$ cat config.mk
export PLATFORM = sky130hd
export DESIGN_NAME = cache_to_dram_rd
export DESIGN_NICKNAME = d
export VERILOG_FILES = /design/src/dram_rd_cfg_pkg.sv /design/src/dram_app_pkg.sv /design/src/cache_to_dram_rd.sv /design/src/cache_to_dram_rx.sv /design/src/cache_to_dram_tx.sv /design/src/fifo_sync.sv
export SDC_FILE = /design/constraint.sdc
export NUM_CORES = 1
export LEC_CHECK = 0
export BUFFER_PORTS_ARGS = -buffer_cell sky130_fd_sc_hd__buf_2
export CAP_MARGIN = 20
export CORE_MARGIN = 4
export CORE_UTILIZATION = 25
export DETAILED_ROUTE_END_ITERATION = 8
export PLACE_DENSITY = 0.39
export SLEW_MARGIN = 10
export SYNTH_ARGS = -nofsm -noshare
export SYNTH_HDL_FRONTEND = slang
export SYNTH_SLANG_ARGS = --single-unit
$ cat constraint.sdc
create_clock -name clk_i -period 11.35 [get_ports clk_i]
set_input_delay 1.7025 -clock clk_i [delete_from_list [all_inputs] [get_ports clk_i]]
set_output_delay 1.7025 -clock clk_i [all_outputs]
set_load 0.1 [all_outputs]
$ cat src/dram_rd_cfg_pkg.sv
// Cache-side sizes for the DRAM read path
// CACHE_ID_W must cover NUM_CACHE, and BLOCK_WORDS must be a whole number of bursts

package dram_rd_cfg_pkg;

  // Cache population
  localparam int NUM_CACHE = 4;                      // Caches sharing one controller
  localparam int CACHE_ID_W = $clog2(NUM_CACHE);     // Tag width carried to the RX side

  // Payload shape
  localparam int DATA_WIDTH = 32;                    // One controller beat per word
  localparam int BLOCK_WORDS = 8;                    // Words fetched per DMA request

endpackage

$ cat src/dram_app_pkg.sv
// Controller application-interface constants for read commands
// Addresses are word addresses, one word per beat, no byte mapping

package dram_app_pkg;

  localparam int ADDR_W = 28;                        // app_addr width
  localparam int BURST_LEN = 4;                      // Beats returned per read command
  localparam int BURST_CNT_W = $clog2(BURST_LEN);    // Beat counter on the RX side

  // Commands needed to fetch one cache block
  localparam int BURSTS_PER_BLOCK = dram_rd_cfg_pkg::BLOCK_WORDS / BURST_LEN;

  // Consecutive bursts of a block sit BURST_LEN words apart
  localparam int BURST_ADDR_STEP = BURST_LEN;

  localparam logic [2:0] CMD_READ = 3'b001;          // app_cmd code for a read

endpackage

$ cat src/cache_to_dram_rd.sv
// Read path from the caches to a DRAM controller application interface
// Reads only, the controller must return data in command order
// No registers here, timing is that of the TX and RX blocks

`timescale 1ns/10ps

module cache_to_dram_rd (
  input  logic                                   clk_i,
  input  logic                                   rst_i,

  // Cache request lanes
  input  logic [dram_rd_cfg_pkg::NUM_CACHE-1:0]  dma_req_v_i,
  input  logic [dram_rd_cfg_pkg::NUM_CACHE-1:0][dram_app_pkg::ADDR_W-1:0] dma_req_addr_i,
  output logic [dram_rd_cfg_pkg::NUM_CACHE-1:0]  dma_req_ready_o,

  // Cache data lanes
  output logic [dram_rd_cfg_pkg::NUM_CACHE-1:0][dram_rd_cfg_pkg::DATA_WIDTH-1:0] dma_data_o,
  output logic [dram_rd_cfg_pkg::NUM_CACHE-1:0]  dma_data_v_o,
  input  logic [dram_rd_cfg_pkg::NUM_CACHE-1:0]  dma_data_ready_i,

  // Controller command
  output logic                                   app_en_o,
  output logic [2:0]                             app_cmd_o,
  output logic [dram_app_pkg::ADDR_W-1:0]        app_addr_o,
  input  logic                                   app_rdy_i,

  // Controller read data
  input  logic                                   app_rd_data_valid_i,
  input  logic [dram_rd_cfg_pkg::DATA_WIDTH-1:0] app_rd_data_i,
  input  logic                                   app_rd_data_end_i
);

  logic                                   tag_v;
  logic [dram_rd_cfg_pkg::CACHE_ID_W-1:0] tag_id;
  logic                                   tag_ready; // Tag FIFO has room

  cache_to_dram_tx tx (
    .clk_i           (clk_i),
    .rst_i           (rst_i),
    .dma_req_v_i     (dma_req_v_i),
    .dma_req_addr_i  (dma_req_addr_i),
    .dma_req_ready_o (dma_req_ready_o),
    .app_en_o        (app_en_o),
    .app_cmd_o       (app_cmd_o),
    .app_addr_o      (app_addr_o),
    .app_rdy_i       (app_rdy_i),
    .tag_v_o         (tag_v),
    .tag_id_o        (tag_id),
    .tag_ready_i     (tag_ready)
  );

  cache_to_dram_rx rx (
    .clk_i               (clk_i),
    .rst_i               (rst_i),
    .tag_v_i             (tag_v),
    .tag_id_i            (tag_id),
    .tag_ready_o         (tag_ready),
    .app_rd_data_valid_i (app_rd_data_valid_i),
    .app_rd_data_i       (app_rd_data_i),
    .app_rd_data_end_i   (app_rd_data_end_i),
    .dma_data_o          (dma_data_o),
    .dma_data_v_o        (dma_data_v_o),
    .dma_data_ready_i    (dma_data_ready_i)
  );

endmodule

$ cat src/cache_to_dram_rx.sv
// Buffers controller read data and hands each burst to the cache named by the tag head
// Relies on in-order return, so the tag queue order equals the data order
// The data FIFO holds every outstanding burst, controller data is never refused

`timescale 1ns/10ps

module cache_to_dram_rx (
  input  logic                                   clk_i,
  input  logic                                   rst_i,

  input  logic                                   tag_v_i,
  input  logic [dram_rd_cfg_pkg::CACHE_ID_W-1:0] tag_id_i,
  output logic                                   tag_ready_o,

  input  logic                                   app_rd_data_valid_i,
  input  logic [dram_rd_cfg_pkg::DATA_WIDTH-1:0] app_rd_data_i,
  input  logic                                   app_rd_data_end_i, // Unused, beats are counted

  output logic [dram_rd_cfg_pkg::NUM_CACHE-1:0][dram_rd_cfg_pkg::DATA_WIDTH-1:0] dma_data_o,
  output logic [dram_rd_cfg_pkg::NUM_CACHE-1:0]  dma_data_v_o,
  input  logic [dram_rd_cfg_pkg::NUM_CACHE-1:0]  dma_data_ready_i
);

  typedef logic [dram_rd_cfg_pkg::DATA_WIDTH-1:0] word_t;
  typedef logic [dram_rd_cfg_pkg::CACHE_ID_W-1:0] cache_id_t;

  word_t     data_head;
  logic      data_empty;
  logic      data_pop;

  cache_id_t tag_head;
  logic      tag_empty;
  logic      tag_full;
  logic      tag_pop;

  logic [dram_app_pkg::BURST_CNT_W-1:0] beat_cnt;
  logic                                 last_beat;
  logic                                 beat_avail;

  fifo_sync #(
    .DEPTH     (dram_rd_cfg_pkg::NUM_CACHE * dram_app_pkg::BURST_LEN),
    .payload_t (word_t)
  ) data_fifo (
    .clk_i       (clk_i),
    .rst_i       (rst_i),
    .push_i      (app_rd_data_valid_i),
    .push_data_i (app_rd_data_i),
    .full_o      (),                                 // Sized so it cannot fill
    .pop_i       (data_pop),
    .pop_data_o  (data_head),
    .empty_o     (data_empty)
  );

  // One entry per outstanding burst
  fifo_sync #(
    .DEPTH     (dram_rd_cfg_pkg::NUM_CACHE),
    .payload_t (cache_id_t)
  ) tag_fifo (
    .clk_i       (clk_i),
    .rst_i       (rst_i),
    .push_i      (tag_v_i),
    .push_data_i (tag_id_i),
    .full_o      (tag_full),
    .pop_i       (tag_pop),
    .pop_data_o  (tag_head),
    .empty_o     (tag_empty)
  );

  assign tag_ready_o = !tag_full;

  assign beat_avail = !data_empty && !tag_empty;
  assign data_pop   = beat_avail && dma_data_ready_i[tag_head];
  assign last_beat  = (beat_cnt == dram_app_pkg::BURST_CNT_W'(dram_app_pkg::BURST_LEN - 1));
  assign tag_pop    = data_pop && last_beat;         // Burst done, move to next owner

  // Data is broadcast, valid selects the owner
  always_comb begin
    for (int i = 0; i < dram_rd_cfg_pkg::NUM_CACHE; i++) begin
      dma_data_o[i]   = data_head;
      dma_data_v_o[i] = beat_avail && (tag_head == cache_id_t'(i));
    end
  end

  always_ff @(posedge clk_i) begin
    if (rst_i) begin
      beat_cnt <= '0;
    end else if (data_pop) begin
      beat_cnt <= last_beat ? '0 : beat_cnt + 1'b1;
    end
  end

endmodule

$ cat src/cache_to_dram_tx.sv
// Picks one cache request round-robin and issues its block as read bursts
// Commands are offered only while the RX tag FIFO has room, and every accepted
// command pushes its cache index there in the same cycle

`timescale 1ns/10ps

module cache_to_dram_tx (
  input  logic                                clk_i,
  input  logic                                rst_i,

  input  logic [dram_rd_cfg_pkg::NUM_CACHE-1:0] dma_req_v_i,
  input  logic [dram_rd_cfg_pkg::NUM_CACHE-1:0][dram_app_pkg::ADDR_W-1:0] dma_req_addr_i,
  output logic [dram_rd_cfg_pkg::NUM_CACHE-1:0] dma_req_ready_o,

  output logic                                app_en_o,
  output logic [2:0]                          app_cmd_o,
  output logic [dram_app_pkg::ADDR_W-1:0]     app_addr_o,
  input  logic                                app_rdy_i,

  output logic                                tag_v_o,
  output logic [dram_rd_cfg_pkg::CACHE_ID_W-1:0] tag_id_o,
  input  logic                                tag_ready_i
);

  localparam int BCNT_W = (dram_app_pkg::BURSTS_PER_BLOCK > 1) ?
                          $clog2(dram_app_pkg::BURSTS_PER_BLOCK) : 1;

  typedef enum logic [1:0] {
    ST_INIT,                                         // One cycle after reset, no grants
    ST_IDLE,
    ST_ISSUE
  } tx_state_e;

  tx_state_e state;

  logic [dram_rd_cfg_pkg::CACHE_ID_W-1:0] rr_ptr;    // First cache to consider
  logic [dram_rd_cfg_pkg::CACHE_ID_W-1:0] cand_id;
  logic [dram_rd_cfg_pkg::CACHE_ID_W-1:0] grant_id;
  logic                                   grant_v;

  logic [dram_rd_cfg_pkg::CACHE_ID_W-1:0] id_r;
  logic [dram_app_pkg::ADDR_W-1:0]        addr_r;
  logic [BCNT_W-1:0]                      burst_cnt;

  logic req_fire;
  logic cmd_fire;
  logic last_burst;

  // Search starts at rr_ptr and wraps, first requester wins
  always_comb begin
    grant_v  = 1'b0;
    grant_id = '0;
    cand_id  = '0;
    for (int k = 0; k < dram_rd_cfg_pkg::NUM_CACHE; k++) begin
      cand_id = dram_rd_cfg_pkg::CACHE_ID_W'((int'(rr_ptr) + k) % dram_rd_cfg_pkg::NUM_CACHE);
      if (!grant_v && dma_req_v_i[cand_id]) begin
        grant_v  = 1'b1;
        grant_id = cand_id;
      end
    end
  end

  // Losing requesters see ready low, idle caches see it high
  always_comb begin
    for (int i = 0; i < dram_rd_cfg_pkg::NUM_CACHE; i++) begin
      dma_req_ready_o[i] = (state == ST_IDLE) &&
                           (!dma_req_v_i[i] || (grant_v && grant_id == i));
    end
  end

  assign req_fire   = (state == ST_IDLE) && grant_v;
  assign last_burst = (burst_cnt == BCNT_W'(dram_app_pkg::BURSTS_PER_BLOCK - 1));

  assign app_en_o   = (state == ST_ISSUE) && tag_ready_i;
  assign app_cmd_o  = dram_app_pkg::CMD_READ;
  assign app_addr_o = addr_r;
  assign cmd_fire   = app_en_o && app_rdy_i;

  assign tag_v_o  = cmd_fire;                        // Tag enters RX queue with the command
  assign tag_id_o = id_r;

  always_ff @(posedge clk_i) begin
    if (rst_i) begin
      state     <= ST_INIT;
      rr_ptr    <= '0;
      burst_cnt <= '0;
    end else begin
      case (state)
        ST_INIT: state <= ST_IDLE;
        ST_IDLE: begin
          if (req_fire) begin
            state     <= ST_ISSUE;
            burst_cnt <= '0;
            rr_ptr    <= (grant_id == dram_rd_cfg_pkg::CACHE_ID_W'(dram_rd_cfg_pkg::NUM_CACHE - 1))
                         ? '0 : grant_id + 1'b1;
          end
        end
        ST_ISSUE: begin
          if (cmd_fire) begin
            burst_cnt <= burst_cnt + 1'b1;
            if (last_burst) begin
              state <= ST_IDLE;
            end
          end
        end
        default: state <= ST_IDLE;
      endcase
    end
  end

  // Request payload
  always_ff @(posedge clk_i) begin
    if (req_fire) begin
      id_r   <= grant_id;
      addr_r <= dma_req_addr_i[grant_id];
    end else if (cmd_fire) begin
      addr_r <= addr_r + dram_app_pkg::ADDR_W'(dram_app_pkg::BURST_ADDR_STEP);
    end
  end

endmodule

$ cat src/fifo_sync.sv
// Single-clock FIFO, head word valid whenever empty_o is low
// Pushing when full is dropped, callers must check full_o first
// Same-cycle push and pop is allowed at any fill level except a push when full

`timescale 1ns/10ps

module fifo_sync #(
  parameter int DEPTH = 4,
  parameter type payload_t = logic
) (
  input  logic     clk_i,
  input  logic     rst_i,

  input  logic     push_i,
  input  payload_t push_data_i,
  output logic     full_o,

  input  logic     pop_i,
  output payload_t pop_data_o,
  output logic     empty_o
);

  localparam int PTR_W = (DEPTH > 1) ? $clog2(DEPTH) : 1;
  localparam int CNT_W = $clog2(DEPTH + 1);

  payload_t mem [DEPTH];

  logic [PTR_W-1:0] wr_ptr;
  logic [PTR_W-1:0] rd_ptr;
  logic [CNT_W-1:0] count;

  logic do_push;
  logic do_pop;

  assign full_o  = (count == CNT_W'(DEPTH));
  assign empty_o = (count == '0);

  assign do_push = push_i && !full_o;
  assign do_pop  = pop_i && !empty_o;

  assign pop_data_o = mem[rd_ptr];                   // Fall-through head

  // Storage has no reset, entries only become visible through count
  always_ff @(posedge clk_i) begin
    if (do_push) begin
      mem[wr_ptr] <= push_data_i;
    end
  end

  always_ff @(posedge clk_i) begin
    if (rst_i) begin
      wr_ptr <= '0;
      rd_ptr <= '0;
      count  <= '0;
    end else begin
      if (do_push) begin
        wr_ptr <= (wr_ptr == PTR_W'(DEPTH - 1)) ? '0 : wr_ptr + 1'b1;
      end
      if (do_pop) begin
        rd_ptr <= (rd_ptr == PTR_W'(DEPTH - 1)) ? '0 : rd_ptr + 1'b1;
      end
      case ({do_push, do_pop})
        2'b10:   count <= count + 1'b1;
        2'b01:   count <= count - 1'b1;
        default: count <= count;                     // Both or neither, level unchanged
      endcase
    end
  end

endmodule

### Word level (Yosys, flattened, before mapping)

Memories as Yosys holds them, arrays and structs flattened. A register that Yosys moved wholly into a read port is not among the register bits.
Cells that the tools add are included.

* word-level logic and storage cells: 153
* memory bits (writable): 520
* memories kept: 2
* bits in registers: 57

Memory list
* rx.data_fifo.mem: words 16, bits a word 32, rd ports 1, clocked after Yosys merged registers in 1, write ports 1, RTL line fifo_sync.sv:26 `payload_t mem [DEPTH];`
* rx.tag_fifo.mem: words 4, bits a word 2, rd ports 1, clocked after Yosys merged registers in 1, write ports 1, RTL line fifo_sync.sv:26

* muxes and demuxes: 45
* $lt $le $gt $ge: 6
* add/subtract/negate cells: 15
* eq/ne operators: 22
* reductions and logical operators: 51

Operators by type and width (number)
* $mux W28: 3
* $bmux W28 S2: 1
* $add A28 B3 Y28 const B: 1
* $mux W2: 13
* $logic_and A1 B1 Y1: 25
* $eq A2 B2 Y1 const B: 10
* $lt A2 B3 Y1 const B: 6
* $mux W4: 4
* $mux W1: 15
* $logic_not A1 Y1: 11
* $add A2 B1 Y2 const B: 5
* $bmux W1 S2: 5
* $eq A2 B1 Y1 const B: 5
* $pmux W5 S2: 1
* $add A4 B1 Y4 const B: 2
* $eq A4 B4 Y1 const B: 2
* $reduce_bool A2 Y1: 4
* $ne A2 B1 Y1 const B: 3
* $pmux W3 S2: 1
* $reduce_and A3 Y1: 2
* $add A5 B1 Y5 const B: 1
* $eq A5 B5 Y1 const B: 1
* $logic_not A5 Y1: 1
* $sub A5 B1 Y5 const B: 1
* other kinds (11): 16

### Longest topological paths before layout

* depth in word-level cells: 16
* gate-level depth with buffers: 13
* gate-level depth less buffers: 11

### Cells and area by module

A second synthesis with hierarchy kept.

* cell total of the unflattened synthesis: 1315
* area, all modules: 25016.5 µm²

Modules (own cells, without submodules)
* fifo_sync at rx.data_fifo: sequential area each 15715.1 µm², cells an instance 826, instances 1, area an instance 20285.7 µm²
* cache_to_dram_tx: sequential area each 1001.0 µm², cells an instance 309, instances 1, area an instance 3034.2 µm²
* cache_to_dram_rx: sequential area each 40.0 µm², cells an instance 118, instances 1, area an instance 902.1 µm²
* fifo_sync at rx.tag_fifo: sequential area each 420.4 µm², cells an instance 62, instances 1, area an instance 794.5 µm²

### Worst setup path before layout

No wires, ideal clock.

* path type: input to output
* start: in dma_req_v_i[1] (netlist bit)
* end: out dma_req_ready_o[1] (netlist bit)
* cell stages on the path: 10
* required time: 9.648 ns
* arrival: 5.245 ns
* path buffers: 3
* path slack: 4.403 ns
* cells stage by stage: buf_2 -> nor2b_1 -> a221o_1 -> and2_1 -> inv_1 -> buf_4 -> buf_4 -> ha_1 -> inv_1 -> a21boi_0

* cells in the longest elaborated chain, start to end: 16
* elaborated cells between the ends (all ways): 27
* classes of those cells: eq/ne: 1; mux: 16; reduce/logical: 10

Ends and longest elaborated chain
* start: declaration: RTL line cache_to_dram_rd.sv:12 `input logic [dram_rd_cfg_pkg::NUM_CACHE-1:0] dma_req_v_i,`
* $bmux W1 S2: RTL line cache_to_dram_tx.sv:56 `if (!grant_v && dma_req_v_i[cand_id]) begin`
* $mux W1 (not written as such): RTL line cache_to_dram_tx.sv:56
* $mux W1: RTL line cache_to_dram_tx.sv:56
* $logic_not A1 Y1: RTL line cache_to_dram_tx.sv:56
* $logic_and A1 B1 Y1: RTL line cache_to_dram_tx.sv:56
* $mux W1: RTL line cache_to_dram_tx.sv:56
* $logic_not A1 Y1: RTL line cache_to_dram_tx.sv:56
* $logic_and A1 B1 Y1: RTL line cache_to_dram_tx.sv:56
* $mux W1: RTL line cache_to_dram_tx.sv:56
* $logic_not A1 Y1: RTL line cache_to_dram_tx.sv:56
* $logic_and A1 B1 Y1: RTL line cache_to_dram_tx.sv:56
* $mux W2 *: RTL line cache_to_dram_tx.sv:56
* via tx.grant_id, one bit: RTL line cache_to_dram_tx.sv:38 `logic [dram_rd_cfg_pkg::CACHE_ID_W-1:0] grant_id;`
* $eq A2 B1 Y1 *: RTL line cache_to_dram_tx.sv:67 `(!dma_req_v_i[i] || (grant_v && grant_id == i));`
* $logic_and A1 B1 Y1 *: RTL line cache_to_dram_tx.sv:67
* $logic_or A1 B1 Y1 *: RTL line cache_to_dram_tx.sv:67
* $logic_and A1 B1 Y1 *: RTL line cache_to_dram_tx.sv:66 `dma_req_ready_o[i] = (state == ST_IDLE) &&`
* end: declaration: RTL line cache_to_dram_rd.sv:14 `output logic [dram_rd_cfg_pkg::NUM_CACHE-1:0] dma_req_ready_o,`

The timed path passes the listed nets; every way through them passes the cells marked *. The select of a mux whose other input is x is not followed.

### Worst setup path in the final report

* start: in dma_req_v_i[2] (netlist bit)
* end: out dma_req_ready_o[0] (netlist bit)

* cells in the longest elaborated chain, start to end: 16
* elaborated cells between the ends (all ways): 26
* classes of those cells: mux: 16; reduce/logical: 10

Ends and longest elaborated chain (RTL line)
* $bmux W1 S2: cache_to_dram_tx.sv:56
* $mux W1 (not written as such): cache_to_dram_tx.sv:56
* $mux W1: cache_to_dram_tx.sv:56
* $logic_not A1 Y1: cache_to_dram_tx.sv:56
* $logic_and A1 B1 Y1: cache_to_dram_tx.sv:56
* $mux W1: cache_to_dram_tx.sv:56
* $logic_not A1 Y1: cache_to_dram_tx.sv:56
* $logic_and A1 B1 Y1: cache_to_dram_tx.sv:56
* $mux W1: cache_to_dram_tx.sv:56
* $logic_not A1 Y1: cache_to_dram_tx.sv:56
* $logic_and A1 B1 Y1: cache_to_dram_tx.sv:56
* $mux W2 *: cache_to_dram_tx.sv:56
* via tx.grant_id, one bit: cache_to_dram_tx.sv:38
* $logic_not A2 Y1 *: cache_to_dram_tx.sv:67
* $logic_and A1 B1 Y1 *: cache_to_dram_tx.sv:67
* $logic_or A1 B1 Y1 *: cache_to_dram_tx.sv:67
* $logic_and A1 B1 Y1 *: cache_to_dram_tx.sv:66

Marked as above.

==> impl_metrics.yaml <==
setup_path:
  critPathArrivalTime_ns: 4.38
  end_kind: "output port"
  critPathMaxFanout: 58
  cp-startpoint: "dma_req_v_i[2]"
  worstSetupPathType: "in -> out"
  worstSetupStartpointType: "input pin"
  required_ns: 9.65
timing:
  min_period_ns: 6.078
  final-setup-viol-count: 0
  tightestPinTransition_ns: 0.9781
  fin_tns_setup_ns: 0
  period_share: 0.5355
  final_max_slew_viol_count: 0
  max_freq_mhz: 164.5
  hold_viol_final: 0
  slew_headroom: 0.3479
  clock_skew_ns: 0.01374
  whs_ns: 0.4808
  rsz0062_at_grt: "no"
drt:
  routed_wirelength_um: 64910
  first_pass_iters: 4
  vias: 13470
  drc: 0
  first_iter_violations: 693
  wl_per_cell_um: 21.83
  routed_via_density: 4.529
  final_antenna_net_count: 0
run_status:
  status: "finished, final reports clean"
clocking:
  post_cts_buffers: 0
  clk_path_buf_depth: 3
  ctsHoldBuffers: 0
  clock_latency_ns: 0.61
  cts_tree: "done"
  cts_made_buffers: 70
  cts_resized: 0
  cts_max_level: 3
  clock-root-buffer: "clkbuf_16"
  cts_sinks: 583
  clkTransAtPathRegs_ns: 0.05
yosys:
  synth_edf_count: 550
  synth_top_cell_area_share: 0.6631
  syn_inst: 1381
  ys_seq_elements: 583
  seq_area_frac_synth: 0.6896
  syn_avg_cell_area_um2: 18.04
  synth_area_leader_cell: "edfxtp_1"
  yosysWarnings: 0
  synth.area.top_cells: "edfxtp_1 66%, mux4_2 15%, buf_4 3.1%"
  syn-cell-area_um2: 24910
  yosysUniqueCellTypes: 56
  synthFlopType: "edfxtp_1"
  async_reset_ff_frac: 0
pwr:
  power_density_nw_per_um2: 181.8
  switchingPower_w: 0.001579
  p_seq_frac: 0.456
  p_sw_frac: 0.2933
  pwr-share-comb: 0.152
  leakage_nw: 9.825
  ir_drop_uv: 84.85
  p_int_w: 0.003805
  p_clk_frac: 0.391
cells_and_area:
  fillerInstances: 9688
  syn_to_final_growth_pct: 18.90
  drive_gt1_frac: 0.3773
  fin_nets: 1810
global_route:
  grt_max_degree: 59
  grt_remaining_overflow: 0
  antenna_found_initial: 11
  grt.total_usage: 0.1226
  grt_pass1_wl_um: 94440
  grt_pass1_vias: 14180
die:
  die-area_um2: 104700
  core.rowCount: 115
  die_y_um: 323.6
  ios: 325
  die_x_um: 323.6
  core_um2: 98560
  start_util: 0.2527
placed_design:
  hpwl_um: 38600
  portBuffers: 320
  gp_congestion: 0.8020
hold_path:
  hold_class: "reg -> reg"
  worstHoldStart: "tx.burst_cnt"
run:
  max_cap_violations: 0
## cells in the mapped netlist, drive strengths merged, types with 5 or more instances
cell / instances
a211oi: 55
nor2b: 5
nand4: 8
a21oi: 19
nand2: 38
clkbuf: 48
nor4: 12
o21ai: 15
ha: 22
and3: 64
o31ai: 26
xnor2: 9
nand3: 8
mux2i: 15
buf: 128
dfxtp: 33
mux4: 162
nor3: 13
o31a: 5
nand2b: 9
xor2: 9
and2: 11
nor2: 45
edfxtp: 550
inv: 24
a31oi: 5
## metrics by stage
stage          area, um^2  power, W  setup WS, ns  std cells  utilization
2_1_floorplan       24910  0.003171         4.403       1382            -
3_3_place_gp        27420  0.003324         5.299       2844       0.2782
3_5_place_dp        27420  0.003331         5.238       2844       0.2782
4_1_cts             29580  0.005476         5.222       2969       0.3001
5_1_grt             29610  0.005608         5.080       2971       0.3004
6_report            29610  0.005384         5.272       2973       0.3005
## per-layer routing
layer / global-route usage / up-vias / share of wire
met1: 0.1523 / 6953 / 0.42
li1: - / 6007 / -
met4: 0.03219 / 2 / 0.023
met3: 0.02789 / 101 / 0.052
met2: 0.2157 / 403 / 0.51
met5: 0 / - / 0.00020
## worst max-delay path: stages
cell      delay, ns
buf_2          0.15
nor2b_1        0.14
a221o_1        0.32
buf_4          0.25
and2_1         0.26
inv_1          0.08
buf_4          0.45
ha_1           0.24
inv_1          0.04
a21boi_0       0.24
buf_2          0.48
## power by group through the flow
stage | sequential [W] | clock (W) | combinational, W
2_1_floorplan | 0.00263 | 0 | 0.000538
3_3_place_gp | 0.00250 | 0 | 0.000825
3_5_place_dp | 0.00250 | 0 | 0.000829
4_1_cts | 0.00246 | 0.00219 | 0.000830
5_1_grt | 0.00246 | 0.00228 | 0.000868
6_report | 0.00246 | 0.00211 | 0.000820
## final cells by class
type,count,area [um^2],area share
Antenna cell,3,7.507,0.0002535
Clock buffer,93,1901,0.06418
Clock inverter,32,259.0,0.008746
Inverter,24,90.09,0.003042
Multi-Input combinational cell,599,6695,0.2261
Sequential cell,583,17190,0.5804
Tap cell,1287,1610,0.05438
Timing Repair Buffer,352,1862,0.06287
## registers in the layout, summed over array words and instances (netlist names), named ones only
register / cells
tx.state: 2
rx.tag_fifo.rd_ptr: 2
tx.app_addr_o: 28
tx.rr_ptr: 2
rx.tag_fifo.mem: 8
rx.data_fifo.wr_ptr: 4
rx.data_fifo.mem: 512
tx.burst_cnt: 1
rx.data_fifo.rd_ptr: 4
rx.beat_cnt: 2
rx.data_fifo.count: 5
tx.tag_id_o: 2
rx.tag_fifo.wr_ptr: 2
rx.tag_fifo.count: 3
## logic make-up after synthesis
family          after synthesis  share of synthesized area
flops                       583                     0.6896
simple gates                227                    0.04893
buf+inv                     200                    0.04662
mux                         179                     0.1536
compound gates              149                    0.04275
fa+ha+maj                    23                    0.01186
xor+xnor                     18                   0.006330
other cells                   2                  0.0003015
## cells in the final DEF, fill, tap and decap left out, types with 6 or more instances in the layout
cell / Yosys / routed
o31ai_1: 26 / 26
clkinv_2: 0 / 6
and2_1: 11 / 11
xnor2_1: 9 / 9
a21oi_1: 19 / 19
nand2b_1: 9 / 8
clkbuf_16: 0 / 72
inv_1: 24 / 24
nor2_1: 45 / 33
clkbuf_1: 48 / 19
nor3_1: 12 / 8
edfxtp_1: 550 / 550
mux2i_1: 15 / 15
buf_2: 19 / 320
nand2_1: 38 / 38
nand4_1: 8 / 8
mux4_2: 162 / 162
nor4_1: 12 / 12
a211oi_1: 55 / 55
xor2_1: 9 / 9
and3_1: 63 / 63
dfxtp_1: 33 / 29
nand3_1: 8 / 8
o21ai_0: 15 / 15
clkinv_1: 0 / 17
nor2_4: 0 / 12
buf_4: 103 / 31
ha_1: 22 / 22
## path summary, 6_finish.rpt
path | depth (start not counted) | slack (ns) | to
worst min-delay path | 2 | 0.48 | tx.burst_cnt
worst max-delay path | 11 | 5.27 | dma_req_ready_o[0]
worst min register to register | 2 | 0.48 | tx.burst_cnt
worst max register to register | 11 | 7.63 | rx.data_fifo.count[4]
No activity file was read; power rests on OpenSTA's default activity.
